`config.mk`:
```
export PLATFORM = sky130hd
export DESIGN_NAME = csu_issue_sched
export DESIGN_NICKNAME = d
export VERILOG_FILES = /design/src/csu_sched_pkg.sv /design/src/csu_issue_entry.sv /design/src/csu_age_picker.sv /design/src/csu_issue_sched.sv
export VERILOG_INCLUDE_DIRS = /design/src
export SDC_FILE = /design/constraint.sdc
export NUM_CORES = 1
export LEC_CHECK = 0
export BUFFER_PORTS_ARGS = -buffer_cell sky130_fd_sc_hd__buf_2
export CAP_MARGIN = 0
export CELL_PAD_IN_SITES_DETAIL_PLACEMENT = 1
export CELL_PAD_IN_SITES_GLOBAL_PLACEMENT = 1
export CORE_UTILIZATION = 30
export DETAILED_ROUTE_END_ITERATION = 7
export PLACE_DENSITY = 0.54
export SKIP_LAST_GASP = 1
export SLEW_MARGIN = 20
export SYNTH_ARGS = -nofsm -noshare
export SYNTH_HDL_FRONTEND = slang
export SYNTH_SLANG_ARGS = --single-unit
export TNS_END_PERCENT = 20
```
`constraint.sdc`:
```
create_clock -name i_clk -period 3.2 [get_ports i_clk]
set_input_delay 0 -clock i_clk [delete_from_list [all_inputs] [get_ports i_clk]]
set_output_delay 0 -clock i_clk [all_outputs]
set_load 0.01 [all_outputs]
```
`src/csu_sched_consts.svh`:
```
// Sizing for the CSU issue scheduler
// Commit ids wrap at 2**CSU_CMT_ID_W, so no more than half that range
// may be in flight for the relative-age compare to hold

`ifndef CSU_SCHED_CONSTS_SVH
`define CSU_SCHED_CONSTS_SVH

// Pool and bus sizes
`define CSU_NUM_ENTRIES   4
`define CSU_NUM_OPERANDS  2
`define CSU_WR_BUS_SIZE   2

// Field widths
`define CSU_RNID_W        6
`define CSU_CMT_ID_W      5
`define CSU_CSR_ADDR_W    12
`define CSU_OP_W          3

`endif

```
`src/csu_sched_pkg.sv`:
```
// Types and age helpers shared by the CSU scheduler blocks
// Age is always taken relative to the ROB head, never by raw id compare

`default_nettype none

`include "csu_sched_consts.svh"

package csu_sched_pkg;

  typedef logic [`CSU_RNID_W-1:0]     rnid_t;
  typedef logic [`CSU_CMT_ID_W-1:0]   cmt_id_t;
  typedef logic [`CSU_OP_W-1:0]       csr_op_t;
  typedef logic [`CSU_CSR_ADDR_W-1:0] csr_addr_t;

  typedef struct packed {
    logic  valid;
    logic  ready;
    rnid_t rnid;
  } src_t;

  // Renamed micro-op from dispatch
  typedef struct packed {
    cmt_id_t                          cmt_id;
    logic                             oldest;   // Must be ROB head to issue
    csr_op_t                          op;
    csr_addr_t                        csr_addr;
    rnid_t                            rd_rnid;
    src_t [`CSU_NUM_OPERANDS-1:0]     srcs;
  } disp_t;

  // Payload handed to the execution unit
  typedef struct packed {
    cmt_id_t                          cmt_id;
    csr_op_t                          op;
    csr_addr_t                        csr_addr;
    rnid_t                            rd_rnid;
    rnid_t [`CSU_NUM_OPERANDS-1:0]    rs_rnid;
  } issue_t;

  typedef struct packed {
    logic  valid;
    rnid_t rnid;
  } phy_wr_t;

  typedef struct packed {
    logic    valid;
    logic    flush;     // Exception, kills everything
    cmt_id_t cmt_id;
  } commit_t;

  typedef struct packed {
    logic    update;
    logic    mispredict;
    cmt_id_t cmt_id;
  } br_upd_t;

  typedef enum logic [1:0] {
    INIT   = 2'd0,
    WAIT   = 2'd1,
    ISSUED = 2'd2
  } sched_state_t;

  // Distance from the head, wraps with the id
  function automatic cmt_id_t rel_age(input cmt_id_t id, input cmt_id_t head);
    cmt_id_t diff;
    diff = id - head;
    return diff;
  endfunction

  // Younger than a mispredicted branch
  function automatic logic is_br_flush_target(input cmt_id_t id, input cmt_id_t head,
                                              input br_upd_t br);
    return br.update & br.mispredict & (rel_age(id, head) > rel_age(br.cmt_id, head));
  endfunction

endpackage

`default_nettype wire

```
`src/csu_issue_entry.sv`:
```
// One CSU scheduler slot cycling INIT -> WAIT -> ISSUED -> INIT
// Wakeup is registered, so a write-bus hit can issue no earlier than the
// following cycle. Payload is only meaningful while the slot is not INIT

`timescale 1ns/1ps
`default_nettype none

`include "csu_sched_consts.svh"

module csu_issue_entry
  import csu_sched_pkg::*;
(
  input  wire logic                                i_clk,
  input  wire logic                                i_reset_n,

  input  wire logic                                i_put,
  input  wire disp_t                               i_put_data,

  input  wire phy_wr_t [`CSU_WR_BUS_SIZE-1:0]      i_phy_wr,
  input  wire cmt_id_t                             i_rob_head_cmt_id,

  input  wire commit_t                             i_commit,
  input  wire br_upd_t                             i_br_upd,

  input  wire logic                                i_picked,

  output logic                                     o_valid,
  output logic                                     o_ready_req,
  output cmt_id_t                                  o_cmt_id,
  output logic                                     o_issued,
  output issue_t                                   o_issue
);

  sched_state_t r_state;
  sched_state_t w_state_next;
  disp_t        r_data;
  disp_t        w_data_next;

  logic w_entry_flush;
  logic w_put_flush;
  logic w_oldest_ok;
  logic w_srcs_ready;

  // True if any write-bus port produces this rnid
  function automatic logic wr_bus_hit(input rnid_t rnid,
                                      input phy_wr_t [`CSU_WR_BUS_SIZE-1:0] wr);
    logic hit;
    hit = 1'b0;
    for (int p = 0; p < `CSU_WR_BUS_SIZE; p++) begin
      hit = hit | (wr[p].valid & (wr[p].rnid == rnid));
    end
    return hit;
  endfunction

  // ----------------------------------------------------------------------
  // Flush detection
  // ----------------------------------------------------------------------
  assign w_entry_flush = (r_state != INIT) &
                         ((i_commit.valid & i_commit.flush) |
                          is_br_flush_target(r_data.cmt_id, i_rob_head_cmt_id, i_br_upd));

  // Op arriving in the same cycle as a flush is dropped on the floor
  assign w_put_flush = (i_commit.valid & i_commit.flush) |
                       is_br_flush_target(i_put_data.cmt_id, i_rob_head_cmt_id, i_br_upd);

  // ----------------------------------------------------------------------
  // Readiness
  // ----------------------------------------------------------------------
  assign w_oldest_ok = ~r_data.oldest | (r_data.cmt_id == i_rob_head_cmt_id);

  always_comb begin
    w_srcs_ready = 1'b1;
    for (int k = 0; k < `CSU_NUM_OPERANDS; k++) begin
      if (r_data.srcs[k].valid & ~r_data.srcs[k].ready) begin
        w_srcs_ready = 1'b0;
      end
    end
  end

  assign o_ready_req = (r_state == WAIT) & ~w_entry_flush & w_srcs_ready & w_oldest_ok;

  // ----------------------------------------------------------------------
  // Payload and wakeup
  // ----------------------------------------------------------------------
  always_comb begin
    w_data_next = r_data;
    if ((r_state == INIT) & i_put) begin
      w_data_next = i_put_data;       // Fresh op gets wakeup below too
    end
    for (int k = 0; k < `CSU_NUM_OPERANDS; k++) begin
      w_data_next.srcs[k].ready = w_data_next.srcs[k].ready |
                                  wr_bus_hit(w_data_next.srcs[k].rnid, i_phy_wr);
    end
  end

  always_ff @(posedge i_clk) begin
    r_data <= w_data_next;
  end

  // ----------------------------------------------------------------------
  // State machine
  // ----------------------------------------------------------------------
  always_comb begin
    w_state_next = r_state;
    case (r_state)
      INIT: begin
        if (i_put & ~w_put_flush) begin
          w_state_next = WAIT;
        end
      end
      WAIT: begin
        if (w_entry_flush) begin
          w_state_next = INIT;
        end else if (o_ready_req & i_picked) begin
          w_state_next = ISSUED;
        end
      end
      ISSUED: begin
        w_state_next = INIT;          // Frees itself whether flushed or not
      end
      default: begin
        w_state_next = INIT;
      end
    endcase
  end

  always_ff @(posedge i_clk or negedge i_reset_n) begin
    if (!i_reset_n) begin
      r_state <= INIT;
    end else begin
      r_state <= w_state_next;
    end
  end

  // ----------------------------------------------------------------------
  // Outputs
  // ----------------------------------------------------------------------
  assign o_valid  = (r_state != INIT);
  assign o_cmt_id = r_data.cmt_id;
  assign o_issued = (r_state == ISSUED) & ~w_entry_flush;   // Killed issue is swallowed

  always_comb begin
    o_issue.cmt_id   = r_data.cmt_id;
    o_issue.op       = r_data.op;
    o_issue.csr_addr = r_data.csr_addr;
    o_issue.rd_rnid  = r_data.rd_rnid;
    for (int k = 0; k < `CSU_NUM_OPERANDS; k++) begin
      o_issue.rs_rnid[k] = r_data.srcs[k].rnid;
    end
  end

endmodule

`default_nettype wire

```
`src/csu_age_picker.sv`:
```
// Oldest-first select among requesting scheduler entries
// Pure combinational; equal ages (should not occur) fall back to lowest index
// Nothing is granted while the execution unit stalls

`timescale 1ns/1ps
`default_nettype none

`include "csu_sched_consts.svh"

module csu_age_picker
  import csu_sched_pkg::*;
(
  input  wire logic [`CSU_NUM_ENTRIES-1:0]     i_req,
  input  wire cmt_id_t [`CSU_NUM_ENTRIES-1:0]  i_cmt_id,
  input  wire cmt_id_t                         i_rob_head_cmt_id,
  input  wire logic                            i_stall,
  output logic [`CSU_NUM_ENTRIES-1:0]          o_grant
);

  cmt_id_t [`CSU_NUM_ENTRIES-1:0] w_age;
  logic    [`CSU_NUM_ENTRIES-1:0] w_beaten;

  // Distance from ROB head per entry
  always_comb begin
    for (int i = 0; i < `CSU_NUM_ENTRIES; i++) begin
      w_age[i] = rel_age(i_cmt_id[i], i_rob_head_cmt_id);
    end
  end

  // ----------------------------------------------------------------------
  // Pairwise compare where an entry loses to any older requester
  // ----------------------------------------------------------------------
  always_comb begin
    for (int i = 0; i < `CSU_NUM_ENTRIES; i++) begin
      w_beaten[i] = 1'b0;
      for (int j = 0; j < `CSU_NUM_ENTRIES; j++) begin
        if (j != i) begin
          if (i_req[j] & (w_age[j] < w_age[i])) begin
            w_beaten[i] = 1'b1;
          end
          // Tie break on index
          if (i_req[j] & (w_age[j] == w_age[i]) & (j < i)) begin
            w_beaten[i] = 1'b1;
          end
        end
      end
    end
  end

  always_comb begin
    for (int i = 0; i < `CSU_NUM_ENTRIES; i++) begin
      o_grant[i] = i_req[i] & ~w_beaten[i] & ~i_stall;
    end
  end

endmodule

`default_nettype wire

```
`src/csu_issue_sched.sv`:
```
// CSU issue scheduler top with entry pool, allocation and oldest-first pick
// Dispatch is accepted on any edge with o_disp_ready high and no handshake back
// Issue output is combinational from the entry in ISSUED, one per cycle

`timescale 1ns/1ps
`default_nettype none

`include "csu_sched_consts.svh"

module csu_issue_sched
  import csu_sched_pkg::*;
(
  input  wire logic                             i_clk,
  input  wire logic                             i_reset_n,

  // Dispatch
  input  wire logic                             i_disp_valid,
  input  wire disp_t                            i_disp,
  output logic                                  o_disp_ready,

  // Wakeup and ordering
  input  wire phy_wr_t [`CSU_WR_BUS_SIZE-1:0]   i_phy_wr,
  input  wire cmt_id_t                          i_rob_head_cmt_id,

  // Flush sources
  input  wire commit_t                          i_commit,
  input  wire br_upd_t                          i_br_upd,

  // Execution unit side
  input  wire logic                             i_issue_stall,
  output logic                                  o_issue_valid,
  output issue_t                                o_issue
);

  logic    [`CSU_NUM_ENTRIES-1:0] w_entry_valid;
  logic    [`CSU_NUM_ENTRIES-1:0] w_entry_req;
  logic    [`CSU_NUM_ENTRIES-1:0] w_entry_issued;
  cmt_id_t [`CSU_NUM_ENTRIES-1:0] w_entry_cmt_id;
  issue_t  [`CSU_NUM_ENTRIES-1:0] w_entry_issue;

  logic    [`CSU_NUM_ENTRIES-1:0] w_free;
  logic    [`CSU_NUM_ENTRIES-1:0] w_alloc_sel;
  logic    [`CSU_NUM_ENTRIES-1:0] w_put;
  logic    [`CSU_NUM_ENTRIES-1:0] w_grant;
  logic                           w_disp_fire;

  // ----------------------------------------------------------------------
  // Allocation
  // ----------------------------------------------------------------------
  assign w_free       = ~w_entry_valid;
  assign o_disp_ready = |w_free;
  assign w_disp_fire  = i_disp_valid & o_disp_ready;

  // Lowest index free slot wins
  always_comb begin
    logic found;
    found       = 1'b0;
    w_alloc_sel = '0;
    for (int i = 0; i < `CSU_NUM_ENTRIES; i++) begin
      if (w_free[i] & ~found) begin
        w_alloc_sel[i] = 1'b1;
        found          = 1'b1;
      end
    end
  end

  assign w_put = w_alloc_sel & {`CSU_NUM_ENTRIES{w_disp_fire}};

  // ----------------------------------------------------------------------
  // Entry pool
  // ----------------------------------------------------------------------
  generate
    for (genvar e = 0; e < `CSU_NUM_ENTRIES; e++) begin : g_entry
      csu_issue_entry u_entry (
        .i_clk             (i_clk),
        .i_reset_n         (i_reset_n),
        .i_put             (w_put[e]),
        .i_put_data        (i_disp),          // Same op offered to all and one takes it
        .i_phy_wr          (i_phy_wr),
        .i_rob_head_cmt_id (i_rob_head_cmt_id),
        .i_commit          (i_commit),
        .i_br_upd          (i_br_upd),
        .i_picked          (w_grant[e]),
        .o_valid           (w_entry_valid[e]),
        .o_ready_req       (w_entry_req[e]),
        .o_cmt_id          (w_entry_cmt_id[e]),
        .o_issued          (w_entry_issued[e]),
        .o_issue           (w_entry_issue[e])
      );
    end
  endgenerate

  // ----------------------------------------------------------------------
  // Pick
  // ----------------------------------------------------------------------
  csu_age_picker u_picker (
    .i_req             (w_entry_req),
    .i_cmt_id          (w_entry_cmt_id),
    .i_rob_head_cmt_id (i_rob_head_cmt_id),
    .i_stall           (i_issue_stall),
    .o_grant           (w_grant)
  );

  // ----------------------------------------------------------------------
  // Issue output
  // ----------------------------------------------------------------------
  // At most one entry sits in ISSUED since only one grant per cycle
  assign o_issue_valid = |w_entry_issued;

  // AND-OR mux over the one-hot issued vector
  always_comb begin
    o_issue = '0;
    for (int i = 0; i < `CSU_NUM_ENTRIES; i++) begin
      o_issue = o_issue | (w_entry_issue[i] & {$bits(issue_t){w_entry_issued[i]}});
    end
  end

endmodule

`default_nettype wire

```
==> load_flow_metrics.sql, run 1 <==
INSERT INTO impl_metrics (metric_group, metric, value, unit) VALUES
('critical_path', 'path_max_fanout', '5', ''),
('clocking', 'cts.path.max_buffers', '2', ''),
('pwr', 'ir_worst_vdd', '396', 'uV'),
('drt', 'routed-wl-met2', '16100', 'um'),
('critical_path', 'r2r.worst_path.cells', '19', ''),
('sta', 'post-route-period-util', '1.30', ''),
('sta', 'achievable-frequency', '0.241', 'GHz'),
('yosys', 'ys_types', '68', ''),
('critical_path', 'critPathArrivalTime', '4150', 'ps'),
('die', 'floorplan.io_pins', '120', ''),
('pwr', 'cellLeakagePower', '5.82', 'nW'),
('critical_path', 'criticalPathCategory', 'flip-flop to output pin', ''),
('yosys', 'yosys.area.top_type', 'edfxtp_1', ''),
('yosys', 'synth.most_common_cell', 'edfxtp_1', ''),
('yosys', 'number_of_synthesized_flops_with_an_enable_pin', '116', ''),
('placement', 'hpwlAfterDp', '23900', 'um'),
('clocking', 'clk_pin_slew_worst_paths', '70', 'ps'),
('grt', 'gr-total-overflow', '0', ''),
('critical_path', 'cp-startpoint', 'g_entry[1].u_entry.o_cmt_id[0]', ''),
('die', 'design.core.area', '33600', 'um2'),
('yosys', 'synth_area', '10300', 'um2'),
('critical_path', 'timing.critical_path.required', '3200', 'ps'),
('drt', 'drt-total-wl', '32000', 'um'),
('clocking', 'cts-buffers-inserted', '17', ''),
('drt', 'dr.max_layer_used', 'met4', ''),
('placement', 'io_buffer_count', '114', ''),
('yosys', 'synth.yosys.seq_area_share', '0.467', ''),
('sta', 'worst_slew_pin_slew', '741', 'ps'),
('grt', 'wire_length_of_the_first_global_routing_pass', '49400', 'um'),
('yosys', 'mappedNetlistNets', '1081', ''),
('grt', 'antenna_found_initial', '0', ''),
('drt', 'drt-wirelength-per-cell', '19.7', 'um'),
('drt', 'route.vias.total', '7871', ''),
('yosys', 'synthesis.instances', '924', ''),
('outcome', 'result_of_the_run', 'finished, violations left', ''),
('drt', 'detail_route.wirelength.met1', '14700', 'um'),
('yosys', 'synth_area_leaders', 'edfxtp_1 34%, dfxtp_1 11%, ha_1 8.6%, xor2_1 5.3%, mux2i_1 5.3%', ''),
('sta', 'postLayoutSetupSlackWorst', '-951', 'ps'),
('critical_path', 'crit_path_end', 'o_issue[29]', ''),
('drt', 'drt_iter0_drcs', '432', ''),
('cells_and_area', 'layout-drive-gt1-share', '0.235', ''),
('die', 'die-height', '187', 'um'),
('job', 'cap_violations', '0', ''),
('critical_path', 'critPathLaunchType', 'flip-flop', ''),
('cells_and_area', 'post_layout_nets', '1323', ''),
('drt', 'first_pass_iters', '6', ''),
('grt', 'first_global_vias', '8485', ''),
('clocking', 'cts.htree.levels', '4', ''),
('yosys', 'synth_warnings', '0', ''),
('cells_and_area', 'multiInputGateArea', '5040', 'um2'),
('yosys', 'synth_seq_cells', '180', ''),
('cells_and_area', 'fillerInstances', '3714', ''),
('clocking', 'clock_latency_reported_for_the_late_side_of_the_worst_skew_pair', '450', 'ps'),
('sta', 'finalHoldViolCount', '0', ''),
('outcome', 'violations', 'setup timing', ''),
('clocking', 'clkSinkCount', '180', ''),
('drt', 'dr_wl_met3', '895', 'um'),
('cells_and_area', 'num_antenna_cells', '0', ''),
('drt', 'vias_per_cell', '4.84', ''),
('critical_path', 'end_kind', 'output pin', ''),
('sta', 'hold-worst-slack', '39.5', 'ps'),
('cells_and_area', 'finished_core_util', '0.397', ''),
('sta', 'setup_violations_final', '47', ''),
('clocking', 'clk_root_buffer_cell', 'clkbuf_16', ''),
('die', 'floorplan.rows', '67', ''),
('sta', 'finalCriticalPeriod', '4150', 'ps'),
('sta', 'final_max_slew_viol_count', '0', ''),
('sta', 'rsz0062_at_grt', 'true', ''),
('cells_and_area', 'area.sequential', '4800', 'um2'),
('critical_path', 'ff2ff_setup_slack', '-600', 'ps'),
('grt', 'grt_start_max_net_pins', '33', '');
## flip-flops by register name, summed over array words and instances (netlist names)
signal,cells
g_entry.u_entry.r_state,8
g_entry.u_entry.r_data,20
g_entry.u_entry.o_cmt_id,20
g_entry.u_entry.o_issue,132
## report_power, final
group	total (mW)	internal, mW	switching [mW]	leakage (nW)
clock network	2.14	1.13	1.01	0.296
registers	3.35	3.08	0.269	1.64
logic	3.71	1.63	2.08	3.88
## metrics by stage
step	worst slack [ps]	cell area (um2)	std cells	total power, mW	setup TNS, ps
final	-951	13300	1627	9.20	-37230
after global routing	-1130	13300	1627	9.83	-45640
after CTS	-915	13300	1625	9.31	-36620
after detailed placement	-449	12100	1541	7.05	-17210
after global placement	-400	12100	1541	6.99	-15160
after floorplan	-102	10300	924	5.65	-602
## placed cells by master, fill, tap and decap left out, types with 14 or more instances in the layout
| cell | Yosys | routed |
|---|---|---|
| mux2i_1 | 54 | 54 |
| buf_2 | 8 | 113 |
| nand2_1 | 90 | 90 |
| nor2_1 | 14 | 14 |
| ha_1 | 71 | 70 |
| edfxtp_1 | 116 | 116 |
| xor2_1 | 62 | 61 |
| a21oi_1 | 23 | 21 |
| nand2b_1 | 17 | 17 |
| buf_4 | 2 | 87 |
| nor2b_1 | 19 | 19 |
| o21ai_0 | 14 | 14 |
| dlygate4sd3_1 | 0 | 46 |
| nand4_1 | 24 | 24 |
| a222oi_1 | 38 | 38 |
| dfxtp_1 | 56 | 56 |
| clkbuf_16 | 0 | 18 |
| or4_1 | 17 | 17 |
| xnor2_1 | 59 | 58 |
| inv_1 | 86 | 85 |
## worst max-delay path, cell delays in order (launching register included)
cell       delay [ps]
edfxtp_1          390
inv_1              80
ha_2              180
inv_2              40
fa_2              330
a21o_1            170
a21oi_2           130
xor2_1            220
ha_1              280
and3b_1           170
o21a_1            160
o21a_1            210
a221oi_2          270
a211oi_2           90
nor3b_4           250
buf_12            160
bufbuf_16         260
a222oi_1           90
nand2_1           110
buf_6             120
## metal layers
| layer | up-vias | GRT usage |
|---|---|---|
| li1 | 3861 | - |
| met1 | 3855 | 0.238 |
| met2 | 129 | 0.330 |
| met3 | 26 | 0.0255 |
| met4 | 0 | 0.0451 |
| met5 | - | 0 |
## kinds of logic (layout without fill, tap and decap cells)
kind of cell | Yosys count | count (layout) | share of synthesized area
and+or+nand+nor | 224 | 224 | 0.117
DFF | 180 | 180 | 0.467
AOI/OAI and AO/OA | 139 | 139 | 0.106
buffers and inverters | 125 | 380 | 0.0509
xor gates and xnor gates | 123 | 123 | 0.106
adders and majority gates | 79 | 79 | 0.100
muxes | 54 | 54 | 0.0525
## timing repair
action | in CTS | in global routing
buffers inserted | 4 | 1
gates resized for setup | 3 | 2
endpoints found under the setup margin | 47 | 47
gates cloned | 2 | 1
hold buffers | 46 | 0
pin swaps | 5 | 9
endpoints found under the hold margin | 182 | 0
## worst min-delay path by stage
stage,from,endpoint,slack [ps],cells past startpoint
after global placement,i_reset_n,g_entry[0].u_entry.r_state[1],-150,1
final,i_phy_wr[13],g_entry[1].u_entry.r_data[14],40,4
after global routing,i_phy_wr[6],g_entry[0].u_entry.r_data[6],60,4
after CTS,i_phy_wr[13],g_entry[1].u_entry.r_data[14],20,4
after detailed placement,i_reset_n,g_entry[0].u_entry.r_state[1],-150,1
after floorplan,i_reset_n,g_entry[0].u_entry.r_state[0],-300,0
## layout make-up
class	instances	area share
multi-input combinational	619	0.377
sequential	180	0.360
timing repair buffer	262	0.152
clock buffer	18	0.0322
tap	448	0.0420
clock inverter	14	0.0128
inverter	86	0.0242
Note: power is estimated with default switching activity, not from simulation.
==> inputs of run 2 (changes only) <==
CORE_MARGIN = 4   (was not set)
==> load_flow_metrics.sql, run 2 (synthesis gave the netlist of run 1 again) <==
INSERT INTO impl_metrics (metric_group, metric, value, unit) VALUES
('die', 'floorplan.rows', '67', ''),
('cells_and_area', 'layout.cells.most_common_list', '116 x edfxtp_1, 113 x buf_2, 90 x nand2_1, 90 x buf_4, 85 x inv_1', ''),
('clocking', 'cts.path.max_buffers', '2', ''),
('sta', 'final.setup.tns', '-39430', 'ps'),
('sta', 'postLayoutSetupSlackWorst', '-969', 'ps'),
('critical_path', 'r2r_end', 'g_entry[1].u_entry.r_state[0]', ''),
('cells_and_area', 'post_layout_nets', '1323', ''),
('clocking', 'clock_latency_reported_for_the_late_side_of_the_worst_skew_pair', '450', 'ps'),
('critical_path', 'r2r.worst_path.cells', '18', ''),
('sta', 'slew-limit-headroom', '0.510', ''),
('critical_path', 'crit_path_top_delay_cell', 'edfxtp_1', ''),
('drt', 'detail_route.wirelength.met1', '15000', 'um'),
('pwr', 'portion_of_total_power_attributed_to_sequential_cells', '0.365', ''),
('grt', 'antenna_found_initial', '0', ''),
('cells_and_area', 'num_antenna_cells', '0', ''),
('pwr', 'cellLeakagePower', '5.78', 'nW'),
('grt', 'wire_length_of_the_first_global_routing_pass', '50200', 'um'),
('placement', 'io_buffer_count', '114', ''),
('die', 'design.core.area', '33700', 'um2'),
('worst_hold_path', 'min-delay-path-class', 'input port to flip-flop', ''),
('critical_path', 'delay_of_the_slowest_critical_path_stage', '390', 'ps'),
('sta', 'worst_slew_pin_slew', '727', 'ps'),
('outcome', 'violations', 'setup timing', ''),
('pwr', 'netSwitchingFraction', '0.369', ''),
('critical_path', 'worst_path_most_repeated_cell', 'o21a_1', ''),
('pwr', 'cellPowerDensity', '688', 'nW/um2'),
('clocking', 'cts-buffers-inserted', '17', ''),
('sta', 'setup_violations_final', '47', ''),
('die', 'die-height', '193', 'um'),
('sta', 'post-route-period-util', '1.30', ''),
('drt', 'post-route-drc-count', '0', ''),
('drt', 'detail_route_antenna_nets', '0', ''),
('drt', 'first_pass_iters', '7', ''),
('die', 'floorplan.io_pins', '120', ''),
('drt', 'drt-wirelength-per-cell', '20.0', 'um'),
('die', 'start_util', '0.305', ''),
('sta', 'skew', '17.3', 'ps'),
('drt', 'dr.max_layer_used', 'met4', ''),
('sta', 'final_max_slew_viol_count', '0', ''),
('sta', 'finalHoldViolCount', '0', ''),
('die', 'die_width', '193', 'um'),
('pwr', 'ir_worst_vdd', '368', 'uV'),
('sta', 'achievable-frequency', '0.240', 'GHz'),
('critical_path', 'critPathArrivalTime', '4170', 'ps'),
('pwr', 'power.switching', '3.37', 'mW'),
('pwr', 'share_comb_of_total_power', '0.408', ''),
('drt', 'routed-wl-met2', '16200', 'um'),
('grt', 'grt_use_total', '0.171', ''),
('cells_and_area', 'area.growth.synth_to_final', '29.0', '%'),
('worst_hold_path', 'hold-path-cell-count', '4', ''),
('cells_and_area', 'largest_register_ff_count', '132', ''),
('clocking', 'clk_pin_slew_worst_paths', '80', 'ps'),
('drt', 'drt_iter0_drcs', '423', ''),
('drt', 'route.vias.total', '7915', ''),
('drt', 'vias_per_cell', '4.86', ''),
('grt', 'gr-total-overflow', '0', ''),
('cells_and_area', 'layout_commonest_cell', 'edfxtp_1', ''),
('drt', 'drt-total-wl', '32600', 'um'),
('worst_hold_path', 'hold_start', 'i_phy_wr[6]', ''),
('sta', 'rsz0062_at_grt', 'true', ''),
('job', 'cap_violations', '0', ''),
('clocking', 'clk_root_buffer_cell', 'clkbuf_16', ''),
('die', 'die_area', '37300', 'um2'),
('critical_path', 'timing.critical_path.required', '3200', 'ps'),
('drt', 'dr_wl_met3', '893', 'um'),
('outcome', 'result_of_the_run', 'finished, violations left', ''),
('critical_path', 'worstPathCellList', 'inv_1 > ha_2 > inv_2 > fa_2 > a21o_1 > a21oi_2 > xor2_2 > ha_1 > and3b_1 > o21a_1 > o21a_1 > a221oi_2 > a211oi_2 > nor3b_4 > buf_6 > clkbuf_16 > a222oi_1 > nand2_1 > buf_2', ''),
('clocking', 'clkSinkCount', '180', ''),
('critical_path', 'critPathLaunchType', 'flip-flop', ''),
('placement', 'hpwlAfterDp', '24400', 'um'),
('cells_and_area', 'finished_core_util', '0.394', ''),
('clocking', 'cts.htree.levels', '4', ''),
('grt', 'grt_start_max_net_pins', '33', ''),
('critical_path', 'ff2ff_setup_slack', '-610', 'ps'),
('pwr', 'power_report.internal_total', '5.76', 'mW'),
('placement', 'gpl.final_weighted_congestion', '0.823', ''),
('sta', 'finalCriticalPeriod', '4170', 'ps'),
('critical_path', 'crit_buf_inv', '5', ''),
('critical_path', 'r2r_start', 'g_entry[1].u_entry.o_cmt_id[0]', ''),
('critical_path', 'critical-path-top-delay-family', 'compound AO/OA/AOI/OAI gates', ''),
('worst_hold_path', 'timing.hold.worst_endpoint', 'g_entry[2].u_entry.r_data[14]', ''),
('critical_path', 'criticalPathCategory', 'flip-flop to output pin', ''),
('cells_and_area', 'layout-drive-gt1-share', '0.237', ''),
('grt', 'first_global_vias', '8659', ''),
('critical_path', 'end_kind', 'output pin', ''),
('critical_path', 'path_max_fanout', '9', ''),
('pwr', 'clockPowerShare', '0.227', ''),
('clocking', 'tritoncts', 'built', '');
run 2: changes by cell type in the layout (fill, tap and decap cells not counted), moves of 2 or more:
| cell | before | now |
|---|---|---|
| buf_12 | 11 | 8 |
| buf_16 | 2 | 0 |
| buf_4 | 87 | 90 |
| clkbuf_16 | 18 | 20 |
| clkinv_4 | 0 | 2 |
| clkinv_8 | 2 | 4 |
| inv_6 | 6 | 4 |
| inv_8 | 5 | 3 |
run 2: layer usage:
layer / up-vias / track usage
met4: 0 / 0.0485
met2: 120 / 0.297
met1: 3920 / 0.224
met3: 28 / 0.0252
met5: - / 0
li1: 3847 / -
run 2: final cells by class:
class | count | area [um2]
clock buffer | 18 | 429
clock inverter | 14 | 159
fill | 3789 | 20400
inverter | 86 | 323
multi-input combinational | 619 | 5050
sequential | 180 | 4800
tap | 448 | 561
timing repair buffer | 262 | 1960
run 2: worst min-delay path, cell delays in order:
cell and delay [ps]:
buf_2 170, nand4_1 80, or4_1 100, nand3_1 60
run 2: through the flow:
stage               cell area (um2)  total power [mW]  hold slack [ps]  worst slack, ps  instances
finish                        13300              9.13             32.1             -969       1627
global route                  13300              9.80             33.0            -1210       1627
CTS                           13200              9.21             4.02             -985       1623
detailed placement            12100              7.01             -143             -671       1538
global placement              12100              6.93             -148             -595       1538
floorplan                     10300              5.65             -296             -102        924
run 2: worst max path at each step:
stage	startpoint	end	slack, ps	depth (start not counted)
floorplan	g_entry[0].u_entry.r_state[1]	g_entry[3].u_entry.r_data[6]	-100	8
global placement	g_entry[1].u_entry.o_cmt_id[0]	g_entry[3].u_entry.r_state[0]	-590	18
detailed placement	g_entry[1].u_entry.o_cmt_id[0]	g_entry[3].u_entry.r_state[0]	-670	18
CTS	g_entry[1].u_entry.o_cmt_id[0]	o_issue_valid	-980	18
global route	g_entry[1].u_entry.o_cmt_id[0]	o_issue[27]	-1210	19
finish	g_entry[1].u_entry.o_cmt_id[0]	o_issue[24]	-970	19
run 2: power groups by stage:
| stage | clock, mW | sequential (mW) | combinational (mW) |
|---|---|---|---|
| after global placement | 0 | 3.38 | 3.55 |
| after global routing | 2.23 | 3.40 | 4.16 |
| after detailed placement | 0 | 3.39 | 3.63 |
| after floorplan | 0 | 3.30 | 2.35 |
| after CTS | 2.14 | 3.34 | 3.73 |
| final | 2.07 | 3.34 | 3.73 |
run 2: repair_timing:
action	in CTS	in global routing
buffers inserted	6	3
gates cloned	1	3
resized for setup	5	2
endpoints found under the setup margin	47	47
hold buffers	46	0
hold endpoints to repair	183	0
pin swaps	8	14
